$ cat src/verilog/cdb_defs.svh
`ifndef CDB_DEFS_SVH
`define CDB_DEFS_SVH

////////////////////
// datapath widths
////////////////////

// operands and results
`define DATA_W 32
// reorder tag
`define TAG_W 4

////////////////////
// unit latencies
////////////////////

// issue acceptance to cdb, in cycles
`define ALU_LAT 1
`define MUL_LAT 3

`endif

$ cat src/verilog/isa_pkg.sv
package isa_pkg;

	// opcodes seen on the issue port
	typedef enum logic [1:0] {
		OP_ADD = 2'd0,
		OP_SUB = 2'd1,
		OP_MOV = 2'd2,
		OP_MUL = 2'd3
	} op_t;

	// only OP_MUL goes to the multiplier

endpackage

$ cat src/verilog/cdb_pkg.sv
`include "cdb_defs.svh"

package cdb_pkg;

	// reorder tag carried with each result
	typedef logic [`TAG_W-1:0] tag_t;

	// owner of a reserved write-back slot
	typedef enum logic {
		UNIT_ALU = 1'b0,
		UNIT_MUL = 1'b1
	} unit_t;

	// selects the result mux at stage 0

endpackage

$ cat src/verilog/issue_dispatch.sv
`timescale 1ns/1ns
`include "cdb_defs.svh"

module issue_dispatch (
	input  logic               issue_valid,
	input  isa_pkg::op_t       issue_op,
	input  logic [`DATA_W-1:0] issue_a,
	input  logic [`DATA_W-1:0] issue_b,
	input  cdb_pkg::tag_t      issue_tag,
	output logic               issue_ready,
	input  logic               alu_grant,
	input  logic               mul_grant,
	output logic               alu_req,
	output logic               mul_req,
	output cdb_pkg::tag_t      req_tag,
	output logic               alu_start,
	output logic               mul_start,
	output isa_pkg::op_t       alu_op,
	output logic [`DATA_W-1:0] opnd_a,
	output logic [`DATA_W-1:0] opnd_b
);
	logic to_mul;

	////////////////////
	// decode
	////////////////////

	always_comb begin
		case (issue_op)
			isa_pkg::OP_ADD: to_mul = 1'b0;
			isa_pkg::OP_SUB: to_mul = 1'b0;
			isa_pkg::OP_MOV: to_mul = 1'b0;
			isa_pkg::OP_MUL: to_mul = 1'b1;
			default:         to_mul = 1'b0;
		endcase
	end

	////////////////////
	// slot request
	////////////////////

	// one request, to the decoded unit only
	assign alu_req = issue_valid && !to_mul;
	assign mul_req = issue_valid && to_mul;
	assign req_tag = issue_tag;

	// ready follows the grant of the chosen unit
	assign issue_ready = to_mul ? mul_grant : alu_grant;

	////////////////////
	// unit start
	////////////////////

	// a granted request is the handshake itself
	assign alu_start = alu_req && alu_grant;
	assign mul_start = mul_req && mul_grant;

	assign alu_op = issue_op;
	assign opnd_a = issue_a;
	assign opnd_b = issue_b;

endmodule

$ cat src/verilog/cdb_reservation.sv
`timescale 1ns/1ns
`include "cdb_defs.svh"

module cdb_reservation (
	input  logic               clk,
	input  logic               arst_n,
	input  logic               alu_req,
	input  logic               mul_req,
	input  cdb_pkg::tag_t      req_tag,
	output logic               alu_grant,
	output logic               mul_grant,
	input  logic [`DATA_W-1:0] alu_result,
	input  logic [`DATA_W-1:0] mul_result,
	output logic               cdb_valid,
	output cdb_pkg::tag_t      cdb_tag,
	output logic [`DATA_W-1:0] cdb_data
);
	// stage 0 owns the bus this cycle, the top stage is MUL_LAT-1
	logic [`MUL_LAT-1:0] rsv_vld;
	cdb_pkg::tag_t       rsv_tag  [`MUL_LAT];
	cdb_pkg::unit_t      rsv_unit [`MUL_LAT];

	logic alu_book;
	logic mul_book;

	////////////////////
	// grants
	////////////////////

	// longest unit never waits
	assign mul_grant = 1'b1;

	// alu refused when an older booking lands in its slot
	assign alu_grant = !rsv_vld[`ALU_LAT];

	assign alu_book = alu_req && alu_grant;
	assign mul_book = mul_req && mul_grant;

	////////////////////
	// shift register
	////////////////////

	always_ff @(posedge clk or negedge arst_n) begin
		if (!arst_n) begin
			rsv_vld <= '0;
		end else begin
			rsv_vld[`MUL_LAT-1] <= mul_book;
			for (int i = 0; i < `MUL_LAT-1; i++) begin
				if (i == `ALU_LAT-1) begin
					rsv_vld[i] <= rsv_vld[i+1] || alu_book;
				end else begin
					rsv_vld[i] <= rsv_vld[i+1];
				end
			end
		end
	end

	// tag and owner ride along with the valid bit
	always_ff @(posedge clk) begin
		rsv_tag[`MUL_LAT-1]  <= req_tag;
		rsv_unit[`MUL_LAT-1] <= cdb_pkg::UNIT_MUL;
		for (int i = 0; i < `MUL_LAT-1; i++) begin
			if (rsv_vld[i+1]) begin
				rsv_tag[i]  <= rsv_tag[i+1];
				rsv_unit[i] <= rsv_unit[i+1];
			end else if (i == `ALU_LAT-1) begin
				// free slot, loaded even without a booking
				rsv_tag[i]  <= req_tag;
				rsv_unit[i] <= cdb_pkg::UNIT_ALU;
			end
		end
	end

	////////////////////
	// result bus
	////////////////////

	assign cdb_valid = rsv_vld[0];
	assign cdb_tag   = rsv_tag[0];

	// owner of stage 0 picks the data
	always_comb begin
		case (rsv_unit[0])
			cdb_pkg::UNIT_MUL: cdb_data = mul_result;
			cdb_pkg::UNIT_ALU: cdb_data = alu_result;
			default:           cdb_data = alu_result;
		endcase
	end

endmodule

$ cat src/verilog/alu_unit.sv
`timescale 1ns/1ns
`include "cdb_defs.svh"

module alu_unit (
	input  logic               clk,
	input  logic               arst_n,
	input  logic               alu_start,
	input  isa_pkg::op_t       alu_op,
	input  logic [`DATA_W-1:0] opnd_a,
	input  logic [`DATA_W-1:0] opnd_b,
	output logic [`DATA_W-1:0] alu_result
);
	logic [`DATA_W-1:0] alu_next;

	////////////////////
	// operation
	////////////////////

	// wraps modulo 2^DATA_W
	always_comb begin
		case (alu_op)
			isa_pkg::OP_ADD: alu_next = opnd_a + opnd_b;
			isa_pkg::OP_SUB: alu_next = opnd_a - opnd_b;
			isa_pkg::OP_MOV: alu_next = opnd_b;
			default:         alu_next = opnd_b;
		endcase
	end

	////////////////////
	// result register
	////////////////////

	// held until the next start, covers the booked slot
	always_ff @(posedge clk or negedge arst_n) begin
		if (!arst_n) begin
			alu_result <= '0;
		end else if (alu_start) begin
			alu_result <= alu_next;
		end
	end

endmodule

$ cat src/verilog/mul_unit.sv
`timescale 1ns/1ns
`include "cdb_defs.svh"

module mul_unit (
	input  logic               clk,
	input  logic               arst_n,
	input  logic               mul_start,
	input  logic [`DATA_W-1:0] opnd_a,
	input  logic [`DATA_W-1:0] opnd_b,
	output logic [`DATA_W-1:0] mul_result
);
	// stage occupancy, only used to enable the later stages
	logic s1_vld;
	logic s2_vld;

	logic [`DATA_W-1:0] a_q;
	logic [`DATA_W-1:0] b_q;
	logic [`DATA_W-1:0] prod_q;

	////////////////////
	// occupancy
	////////////////////

	always_ff @(posedge clk or negedge arst_n) begin
		if (!arst_n) begin
			s1_vld <= 1'b0;
			s2_vld <= 1'b0;
		end else begin
			s1_vld <= mul_start;
			s2_vld <= s1_vld;
		end
	end

	////////////////////
	// datapath
	////////////////////

	// stage 1 operands
	always_ff @(posedge clk) begin
		if (mul_start) begin
			a_q <= opnd_a;
			b_q <= opnd_b;
		end
	end

	// stage 2 product, low half only
	always_ff @(posedge clk) begin
		if (s1_vld) begin
			prod_q <= a_q * b_q;
		end
	end

	// stage 3 drives the bus in the booked slot
	always_ff @(posedge clk) begin
		if (s2_vld) begin
			mul_result <= prod_q;
		end
	end

endmodule

$ cat src/verilog/cdb_core.sv
`timescale 1ns/1ns
`include "cdb_defs.svh"

module cdb_core (
	input  logic               clk,
	input  logic               arst_n,
	input  logic               issue_valid,
	input  isa_pkg::op_t       issue_op,
	input  logic [`DATA_W-1:0] issue_a,
	input  logic [`DATA_W-1:0] issue_b,
	input  cdb_pkg::tag_t      issue_tag,
	output logic               issue_ready,
	output logic               cdb_valid,
	output cdb_pkg::tag_t      cdb_tag,
	output logic [`DATA_W-1:0] cdb_data
);
	// dispatch to reservation
	logic          alu_req;
	logic          mul_req;
	cdb_pkg::tag_t req_tag;
	logic          alu_grant;
	logic          mul_grant;

	// dispatch to units
	logic               alu_start;
	logic               mul_start;
	isa_pkg::op_t       alu_op;
	logic [`DATA_W-1:0] opnd_a;
	logic [`DATA_W-1:0] opnd_b;

	// unit results
	logic [`DATA_W-1:0] alu_result;
	logic [`DATA_W-1:0] mul_result;

	issue_dispatch u_issue_dispatch (
		.issue_valid (issue_valid),
		.issue_op    (issue_op),
		.issue_a     (issue_a),
		.issue_b     (issue_b),
		.issue_tag   (issue_tag),
		.issue_ready (issue_ready),
		.alu_grant   (alu_grant),
		.mul_grant   (mul_grant),
		.alu_req     (alu_req),
		.mul_req     (mul_req),
		.req_tag     (req_tag),
		.alu_start   (alu_start),
		.mul_start   (mul_start),
		.alu_op      (alu_op),
		.opnd_a      (opnd_a),
		.opnd_b      (opnd_b)
	);

	alu_unit u_alu_unit (
		.clk        (clk),
		.arst_n     (arst_n),
		.alu_start  (alu_start),
		.alu_op     (alu_op),
		.opnd_a     (opnd_a),
		.opnd_b     (opnd_b),
		.alu_result (alu_result)
	);

	mul_unit u_mul_unit (
		.clk        (clk),
		.arst_n     (arst_n),
		.mul_start  (mul_start),
		.opnd_a     (opnd_a),
		.opnd_b     (opnd_b),
		.mul_result (mul_result)
	);

	cdb_reservation u_cdb_reservation (
		.clk        (clk),
		.arst_n     (arst_n),
		.alu_req    (alu_req),
		.mul_req    (mul_req),
		.req_tag    (req_tag),
		.alu_grant  (alu_grant),
		.mul_grant  (mul_grant),
		.alu_result (alu_result),
		.mul_result (mul_result),
		.cdb_valid  (cdb_valid),
		.cdb_tag    (cdb_tag),
		.cdb_data   (cdb_data)
	);

endmodule

$ cat config.mk
export PLATFORM = sky130hd
export DESIGN_NAME = cdb_core
export DESIGN_NICKNAME = d
export VERILOG_FILES = /design/src/verilog/isa_pkg.sv /design/src/verilog/cdb_pkg.sv /design/src/verilog/issue_dispatch.sv /design/src/verilog/cdb_reservation.sv /design/src/verilog/alu_unit.sv /design/src/verilog/mul_unit.sv /design/src/verilog/cdb_core.sv
export VERILOG_INCLUDE_DIRS = /design/src /design/src/verilog
export SDC_FILE = /design/constraint.sdc
export NUM_CORES = 1
export LEC_CHECK = 0
export BUFFER_PORTS_ARGS = -buffer_cell sky130_fd_sc_hd__buf_2
export CAP_MARGIN = 20
export CORE_MARGIN = 5
export CORE_UTILIZATION = 40
export DETAILED_ROUTE_END_ITERATION = 10
export SYNTH_ARGS = -nofsm -noshare
export SYNTH_HDL_FRONTEND = slang
export SYNTH_HIERARCHICAL = 1
export SYNTH_SLANG_ARGS = --single-unit
$ cat constraint.sdc
create_clock -name clk -period 8 [get_ports clk]
set_clock_uncertainty 0.05 [all_clocks]
set_input_delay 2.4 -clock clk [delete_from_list [all_inputs] [get_ports clk]]
set_output_delay 2.4 -clock clk [all_outputs]
set_load 0.005 [all_outputs]
==> results.json, run 1 <==
{
  "grtUsageMet2_pct": 37.54,
  "post-place-cells": 3313,
  "gr-usage-met3_pct": 1.803,
  "grt_pass1_vias": 18900,
  "reg2reg_to": "u_mul_unit/prod_q[31]$_DFFE_PP_",
  "netlist_area_sq_um": 25210,
  "rr_startpoint": "u_mul_unit/b_q[7]$_DFFE_PP_",
  "fin_crit_sh_pct": 96.56,
  "cts_buffer_depth": 2,
  "num_io_pins": 111,
  "ctsHoldBuffers": 0,
  "die-area_sq_um": 68150,
  "hp-start": "u_cdb_reservation/rsv_tag[0][10]$_DFF_P_",
  "synthToLayoutAreaGrowth_pct": 6.209,
  "hold_path_class": "reg -> reg",
  "cp_max_fo": 25,
  "antenna_found_initial": 0,
  "whs_path_depth": 0,
  "rsz0062_at_grt": "no",
  "worst_pin_slew_ps": 1112,
  "status": "finished, final reports clean",
  "ys_types": 83,
  "drcViolationCount": 0,
  "htreeDepth": 4,
  "gp_congestion": 0.9352,
  "hold_end": "u_cdb_reservation/rsv_tag[0][6]$_DFFE_PP_",
  "drive_above_1_share_pct": 10.51,
  "antennaDiodeCount": 0,
  "synthFlopType": "edfxtp_1",
  "synth-seq-area-share_pct": 20.19,
  "fin_setup_tns_ps": 0,
  "die_x_um": 261.1,
  "r2r_cells": 19,
  "holdWs_ps": 355.8,
  "cts.reportedPaths.clkPinSlew_ps": 80,
  "async_flop_share_pct": 20.67,
  "num_vias": 17240,
  "fillerInstances": 6107,
  "slew_viol_final": 0,
  "grt_pass1_wl_mm": 114.1,
  "grt_max_degree": 71,
  "r2r_setup_slack_ps": 280,
  "place_ws_ps": 259.5,
  "antenna_left": 0,
  "track_usage_pct": 21.91,
  "drt_iter0_drc": 1067,
  "setup_ws_ps": 275.4,
  "syn_nets": 3136,
  "synth_warnings": 6,
  "cts_root_buffer": "clkbuf_16",
  "syn_avg_cell_area_sq_um": 10.09,
  "via_per_inst": 5.149,
  "clock-sinks": 179,
  "postSynthCellCount": 2499,
  "die_h_um": 261.1,
  "cp-startpoint": "u_mul_unit/b_q[7]$_DFFE_PP_",
  "use_met1_pct": 29.62,
  "nNetsFinal": 3127,
  "cp-start-kind": "register",
  "layout_min_cycle_time_ps": 7725,
  "final_cells": 3349,
  "hold_violations": 0,
  "synth_edf_count": 132,
  "setup_viol": 0,
  "rows": 92,
  "maxSlewHeadroom_pct": 25.90,
  "cts_resized": 0,
  "overflow": 0,
  "drv_cap": 0,
  "initial_core_util_pct": 40.19,
  "io_buffer_count": 110,
  "cts_buffers": 17,
  "cts_tree": "built",
  "top_usage_layer": "met2",
  "clock_latency_ps": 450,
  "drtPass1Iterations": 5,
  "max_freq_mhz": 129.5,
  "core_sq_um": 62740,
  "timing_worst_setup_path_type": "reg -> reg",
  "wl_per_cell_um": 21.92,
  "arrival_ps": 7860,
  "cp.required_ps": 8140,
  "drt-total-wl_mm": 73.40,
  "end_kind": "register",
  "post-dp-hpwl_mm": 60.06,
  "ys_ff_latch": 179
}
-- layout make-up --
cell class              instances  area (sq um)  share of cell area, %
multi-input cells            1744         17620                  65.80
flip-flops and latches        179          5091                  19.01
inverters                     390          1464                  5.467
well taps                     846          1059                  3.953
repair buffers                158         955.9                  3.570
clock buffers                  17         425.4                  1.589
clock inverters                15         162.7                 0.6075
-- flip-flops by register name, indices dropped and copies added (netlist names) --
name,flops
u_mul_unit/s1_vld,1
u_alu_unit/alu_result,32
u_cdb_reservation/rsv_vld,3
u_cdb_reservation/rsv_tag,12
u_mul_unit/mul_result,32
u_mul_unit/prod_q,32
u_mul_unit/s2_vld,1
u_mul_unit/a_q,32
u_mul_unit/b_q,32
u_cdb_reservation/rsv_unit,2
-- layer usage --
metal	up-vias	part of all wire (%)	routed length [um]
met2	481	49	36280
met3	98	3.9	2862
li1	7726	-	-
met4	0	3.7	2721
met5	-	0	0
met1	8938	43	31540
-- repair_timing --
item,in CTS,in global routing
endpoints found under the hold margin,0,0
buffers inserted,0,3
setup endpoints to repair,0,1
-- metrics by stage --
step / cell area [sq um] / util [%]
2_1_floorplan: 25210 / -
3_3_place_gp: 26140 / 41.66
3_5_place_dp: 26140 / 41.66
4_1_cts: 26730 / 42.60
5_1_grt: 26780 / 42.68
6_report: 26780 / 42.68
-- worst max-delay path, stage by stage, from the launching register on --
cell and delay (ps):
edfxtp_1 890, and2_1 250, fa_1 450, fa_1 510, fa_1 510, inv_1 50
fa_1 470, inv_1 50, fa_1 490, fa_1 600, fa_1 470, fa_1 480
ha_1 400, a21o_1 260, nor2_1 130, o211ai_1 250, a311oi_2 560, nor2_1 200
a41oi_1 280, xnor2_1 100
-- cell usage after synthesis (all sizes together), types with 5 or more instances --
cell type | n | area, sq um
or4 | 6 | 58.81
xor2 | 34 | 297.8
fa | 409 | 8188
inv | 390 | 1464
nand2 | 210 | 790.8
a21oi | 95 | 483.0
a31oi | 10 | 68.81
mux2 | 40 | 566.8
a211oi | 10 | 85.08
dfrtp | 37 | 925.9
nand4 | 7 | 43.79
and2 | 372 | 2327
clkbuf | 101 | 382.9
buf | 85 | 658.1
ha | 155 | 1939
edfxtp | 132 | 3964
o21a | 7 | 52.55
and3 | 13 | 81.33
o221ai | 5 | 43.79
nand2b | 10 | 62.56
o21bai | 6 | 45.04
nand3 | 14 | 70.07
a21o | 24 | 180.2
nor2 | 72 | 270.3
nor3 | 13 | 76.33
o31ai | 10 | 88.83
nor2b | 10 | 62.56
dfxtp | 10 | 200.2
o21ai | 40 | 204.0
xnor2 | 100 | 890.9
mux2i | 9 | 90.09
-- kinds of logic (layout without fill, tap and decap cells) --
logic type | count (synthesis) | count (layout) | share of synthesized area [%]
and+or+nand+nor | 751 | 751 | 15.99
buffers and inverters | 576 | 580 | 9.936
adders and majority gates | 564 | 564 | 40.17
AOI/OAI and AO/OA | 244 | 244 | 6.293
DFF | 179 | 179 | 20.19
xor gates and xnor gates | 135 | 135 | 4.804
muxes | 49 | 49 | 2.606
other | 1 | 1 | 0.01487
-- how the worst max path moves through the flow --
stage,depth (start not counted),end
4_1_cts,19,u_mul_unit/prod_q[31]$_DFFE_PP_
2_1_floorplan,24,u_mul_unit/prod_q[28]$_DFFE_PP_
3_5_place_dp,20,u_mul_unit/prod_q[31]$_DFFE_PP_
6_report,19,u_mul_unit/prod_q[31]$_DFFE_PP_
3_3_place_gp,20,u_mul_unit/prod_q[31]$_DFFE_PP_
5_1_grt,19,u_mul_unit/prod_q[31]$_DFFE_PP_
-- cells in the final DEF, fill, tap and decap left out, types with 14 or more instances in the layout --
cell type,instances
inv_1,390
dfrtp_1,37
nor2_1,72
mux2_4,31
and2_1,371
ha_1,155
edfxtp_1,132
nand3_1,14
o21ai_0,35
clkbuf_16,17
xor2_1,34
buf_2,110
buf_4,43
fa_1,409
a21oi_1,93
xnor2_1,98
nand2_1,209
a21o_1,24
Power of run 1 is left out: the tool's default activity adds up to more than one toggle a clock period on the data nets, which glitch-free logic cannot reach.
==> inputs of run 2 (changes only) <==
CORE_UTILIZATION = 55   (was 40)
PLACE_DENSITY = 0.72   (was default)
SKIP_CTS_REPAIR_TIMING = 1   (was default)
==> run 2 against run 1 <==
Compared with the run above: design area decreased by 1.4%; register-to-register slack got worse by 95 ps; non-clock buffer count decreased by 11; critical endpoint unchanged; clock-buffer cell count unchanged; largest cell class unchanged; critical path depth increased by 1; global-route usage increased by 6.7 points.
==> results.json, run 2 (same netlist as run 1, synthesis figures left out) <==
{
  "cp-start-kind": "register",
  "overflow": 0,
  "antenna_found_initial": 5,
  "fin_crit_sh_pct": 97.75,
  "seq_area_sq_um": 5091,
  "track_usage_pct": 28.63,
  "drcViolationCount": 0,
  "critPathTopFamily": "adder cells",
  "drt_iter0_drc": 1497,
  "hold_violations": 0,
  "rsz0062_at_grt": "no",
  "die_x_um": 224.1,
  "nNetsFinal": 3116,
  "post-dp-hpwl_mm": 56.13,
  "hold_path_class": "reg -> reg",
  "drive_above_1_share_pct": 10.11,
  "num_vias": 17630,
  "cts_root_buffer": "clkbuf_16",
  "synthToLayoutAreaGrowth_pct": 4.685,
  "arrival_ps": 7960,
  "die-area_sq_um": 50220,
  "drv_cap": 0,
  "status": "finished, final reports clean",
  "clock-sinks": 179,
  "gp_congestion": 0.9494,
  "antennaDiodeCount": 0,
  "rows": 78,
  "cp_max_fo": 23,
  "layout_commonest_cell": "fa_1",
  "worst_pin_slew_ps": 1134,
  "cts_tree": "built",
  "fillerInstances": 3886,
  "via_per_inst": 5.701,
  "io_buffer_count": 110,
  "cts_buffer_depth": 2,
  "path_common_cell": "fa_1",
  "layout_common_cells": "409 x fa_1, 390 x inv_1, 371 x and2_1, 209 x nand2_1, 155 x ha_1",
  "initial_core_util_pct": 55.55,
  "cts_buffers": 17,
  "max_stage_delay_ps": 1110,
  "core_sq_um": 45380,
  "slew_viol_final": 0,
  "drt-total-wl_mm": 70.20,
  "crit_slowest_cell": "edfxtp_1",
  "drtPass1Iterations": 5,
  "wl_per_cell_um": 22.70,
  "grt_pass1_wl_mm": 109.6,
  "clock_latency_ps": 450,
  "multi_input_area_sq_um": 17620,
  "fin_setup_tns_ps": 0,
  "antenna_left": 0,
  "setup_viol": 0,
  "num_io_pins": 111,
  "max_freq_mhz": 127.9,
  "end_kind": "register",
  "cts.reportedPaths.clkPinSlew_ps": 70,
  "grt_max_degree": 56,
  "cp_num_buf_inv": 3,
  "htreeDepth": 4,
  "layout_min_cycle_time_ps": 7820,
  "maxSlewHeadroom_pct": 24.42,
  "die_h_um": 224.1,
  "grt_pass1_vias": 19180,
  "cp_cell_sequence": "nand2_1, fa_1, inv_1, fa_1, fa_1, inv_1, fa_1, inv_1, fa_1, fa_1, fa_1, fa_1, ha_1, a21o_1, a21oi_1, o211ai_1, a311oi_2, nor2_1, a41oi_1, xnor2_1",
  "cp.required_ps": 8140,
  "timing_worst_setup_path_type": "reg -> reg"
}
## run 2: changes by cell type in the layout (fill, tap and decap cells not counted)
cell	before	now
clkinv_8	3	2
clkinv_4	3	2
inv_4	0	1
buf_4	43	32
buf_16	0	2
clkinvlp_4	1	0
inv_6	1	3
buf_12	3	1
## run 2: final cells by class
type,instances,area share [%]
clock buffer,17,1.612
multi-input combinational,1744,66.76
clock inverter,15,0.5831
timing repair buffer,147,3.366
sequential,179,19.29
tap,600,2.845
inverter,390,5.547
## run 2: worst paths after layout
check	endpoint	start	cells past startpoint	slack [ps]
setup / recovery	u_mul_unit/prod_q[31]$_DFFE_PP_	u_mul_unit/b_q[9]$_DFFE_PP_	20	180
hold / removal	u_cdb_reservation/rsv_tag[0][5]$_DFFE_PP_	u_cdb_reservation/rsv_tag[0][9]$_DFF_P_	0	360
setup reg to reg	u_mul_unit/prod_q[31]$_DFFE_PP_	u_mul_unit/b_q[9]$_DFFE_PP_	20	180
hold reg to reg	u_cdb_reservation/rsv_tag[0][5]$_DFFE_PP_	u_cdb_reservation/rsv_tag[0][9]$_DFF_P_	0	360
max in group asynchronous	u_alu_unit/alu_result[4]$_DFFE_PN0P_	arst_n	1	5210
min in group asynchronous	u_alu_unit/alu_result[21]$_DFFE_PN0P_	arst_n	1	2070
## run 2: through the flow
step	utilization, %	hold WS, ps	cell area, sq um	cells	setup slack, ps
floorplan	-	335.5	25210	2499	1192
global placement	56.66	338.4	25710	3055	568.9
detailed placement	56.72	340.6	25740	3056	314.3
CTS	58.00	358.6	26320	3088	309.2
global route	58.16	369.8	26390	3092	7.699
finish	58.16	360.2	26390	3092	180.1
## run 2: worst reg2reg max path: stages (launching register included)
cell and delay [ps]:
edfxtp_1 1110, nand2_1 240, fa_1 450, inv_1 80, fa_1 430, fa_1 510, inv_1 50, fa_1 480
inv_1 50, fa_1 480, fa_1 500, fa_1 580, fa_1 460, ha_1 380, a21o_1 190, a21oi_1 200
o211ai_1 220, a311oi_2 470, nor2_1 200, a41oi_1 330, xnor2_1 110
## run 2: layer usage
| layer | wire, um | vias up | global-route usage, % |
|---|---|---|---|
| met3 | 4824 | 163 | 4.849 |
| met4 | 3912 | 6 | 13.52 |
| met1 | 28200 | 9059 | 37.37 |
| met2 | 33240 | 689 | 46.96 |
| li1 | - | 7711 | - |
| met5 | 30 | - | 0 |
Power of run 2 is left out for the same reason.
==> inputs of run 3 (changes only) <==
CORE_UTILIZATION = 56   (was 55)
PLACE_DENSITY = 0.74   (was 0.72)
==> run 3 against run 2 <==
Compared with the run above: sequential cell count did not move; via count fell by 0.13%; cell count fell by 0.32%; non-clock buffer count fell by 2; register-to-register slack improved by 170 ps; wire length fell by 1.6%; clock-buffer cell count rose by 2; highest routed layer unchanged; first-iteration DRC count barely moved; fmax rose by 2.3%; worst setup slack improved by 170 ps; critical path depth did not move; die area fell by 1.7%.
==> results.json, run 3 (same netlist as run 1, synthesis figures left out) <==
{
  "status": "finished, final reports clean",
  "setup_viol": 0,
  "cts.reportedPaths.clkPinSlew_ps": 80,
  "cts_buffers": 17,
  "cp.required_ps": 8150,
  "whs_path_depth": 0,
  "rows": 77,
  "r2r_cells": 20,
  "arrival_ps": 7800,
  "nNetsFinal": 3114,
  "rsz0062_at_grt": "no",
  "reg2reg_to": "u_mul_unit/prod_q[31]$_DFFE_PP_",
  "hp-start": "u_cdb_reservation/rsv_tag[0][10]$_DFF_P_",
  "core_sq_um": 44410,
  "max_freq_mhz": 130.8,
  "grt_pass1_vias": 19000,
  "layout_common_cells": "409 x fa_1, 390 x inv_1, 371 x and2_1, 209 x nand2_1, 155 x ha_1",
  "cts_root_buffer": "clkbuf_16",
  "antenna_left": 0,
  "drt-total-wl_mm": 69.11,
  "num_io_pins": 111,
  "die_h_um": 222.2,
  "drt_iter0_drc": 1496,
  "hold_end": "u_cdb_reservation/rsv_tag[0][6]$_DFFE_PP_",
  "clock-sinks": 179,
  "via_per_inst": 5.712,
  "die-area_sq_um": 49360,
  "timing_worst_setup_path_type": "reg -> reg",
  "overflow": 0,
  "num_vias": 17610,
  "initial_core_util_pct": 56.76,
  "grt_pass1_wl_mm": 108.2,
  "drv_cap": 0,
  "gp_congestion": 0.9530,
  "htreeDepth": 4,
  "antennaDiodeCount": 0,
  "cts_tree": "built",
  "track_usage_pct": 28.44,
  "r2r_setup_slack_ps": 350,
  "cp-start-kind": "register",
  "layout_commonest_cell": "fa_1",
  "layout_min_cycle_time_ps": 7646,
  "drive_above_1_share_pct": 10.08,
  "slew_viol_final": 0,
  "die_x_um": 222.2,
  "hold_violations": 0,
  "synthToLayoutAreaGrowth_pct": 4.695,
  "grt_max_degree": 66,
  "maxSlewHeadroom_pct": 24.19,
  "fin_crit_sh_pct": 95.57,
  "post-dp-hpwl_mm": 55.30,
  "antenna_found_initial": 2,
  "cp_max_fo": 24,
  "fillerInstances": 3738,
  "wl_per_cell_um": 22.42,
  "clock_latency_ps": 450,
  "cts_buffer_depth": 2,
  "rr_startpoint": "u_mul_unit/b_q[8]$_DFFE_PP_",
  "io_buffer_count": 110,
  "drtPass1Iterations": 7,
  "end_kind": "register",
  "worst_pin_slew_ps": 1137,
  "fin_setup_tns_ps": 0,
  "hold_path_class": "reg -> reg",
  "drcViolationCount": 0
}
run 3: cell types whose count changed in the layout (fill, tap and decap cells not counted):
cell | before | now
buf_12 | 1 | 0
buf_4 | 32 | 33
buf_6 | 2 | 0
clkbuf_16 | 17 | 19
clkinv_1 | 1 | 0
clkinv_8 | 2 | 4
inv_6 | 3 | 2
inv_8 | 6 | 4
run 3: area by class of cell:
cell class	instances	area, sq um	share of cell area, %
timing repair buffer	145	853.3	3.233
tap	592	740.7	2.806
clock inverter	13	151.4	0.5736
inverter	390	1464	5.546
clock buffer	19	475.5	1.801
sequential	179	5091	19.29
multi-input combinational	1744	17620	66.75
run 3: how the worst max path moves through the flow:
stage                                            to  slack [ps]  cells past startpoint                   startpoint
detailed placement  u_mul_unit/prod_q[31]$_DFFE_PP_         470                     20  u_mul_unit/b_q[8]$_DFFE_PP_
global placement    u_mul_unit/prod_q[20]$_DFFE_PP_         650                     20  u_mul_unit/a_q[6]$_DFFE_PP_
floorplan           u_mul_unit/prod_q[28]$_DFFE_PP_        1190                     24  u_mul_unit/b_q[2]$_DFFE_PP_
global route        u_mul_unit/prod_q[31]$_DFFE_PP_         190                     22  u_mul_unit/b_q[8]$_DFFE_PP_
finish              u_mul_unit/prod_q[31]$_DFFE_PP_         350                     20  u_mul_unit/b_q[8]$_DFFE_PP_
CTS                 u_mul_unit/prod_q[31]$_DFFE_PP_         440                     20  u_mul_unit/b_q[8]$_DFFE_PP_
run 3: stage by stage:
step | worst slack (ps) | area (sq um) | hold WS, ps | std cells | utilization, %
finish | 354.0 | 26390 | 360.9 | 3082 | 59.43
global placement | 648.1 | 25710 | 341.1 | 3048 | 57.89
CTS | 442.4 | 26340 | 365.1 | 3080 | 59.30
floorplan | 1192 | 25210 | 335.5 | 2499 | -
global route | 189.0 | 26390 | 368.2 | 3082 | 59.43
detailed placement | 466.9 | 25710 | 341.8 | 3048 | 57.89
run 3: metal layers:
layer / vias up / GRT usage (%) / wire [um]
met2: 769 / 46.75 / 33320
met4: 4 / 13.58 / 3575
met5: - / 0 / 26
met1: 8958 / 37.09 / 27060
li1: 7717 / - / -
met3: 157 / 4.659 / 5129
run 3: critical path, cell delays in order, from the launching register on:
cell	delay, ps
edfxtp_1	1040
nand2_1	190
fa_1	460
inv_1	70
fa_1	430
fa_1	520
inv_1	50
fa_1	470
inv_1	50
fa_1	490
fa_1	610
fa_1	470
fa_1	460
ha_1	390
a21o_1	270
nor2_1	150
o211ai_1	210
a311oi_2	440
nor2_1	180
a41oi_1	280
xnor2_1	100
Power of run 3 is left out for the same reason.
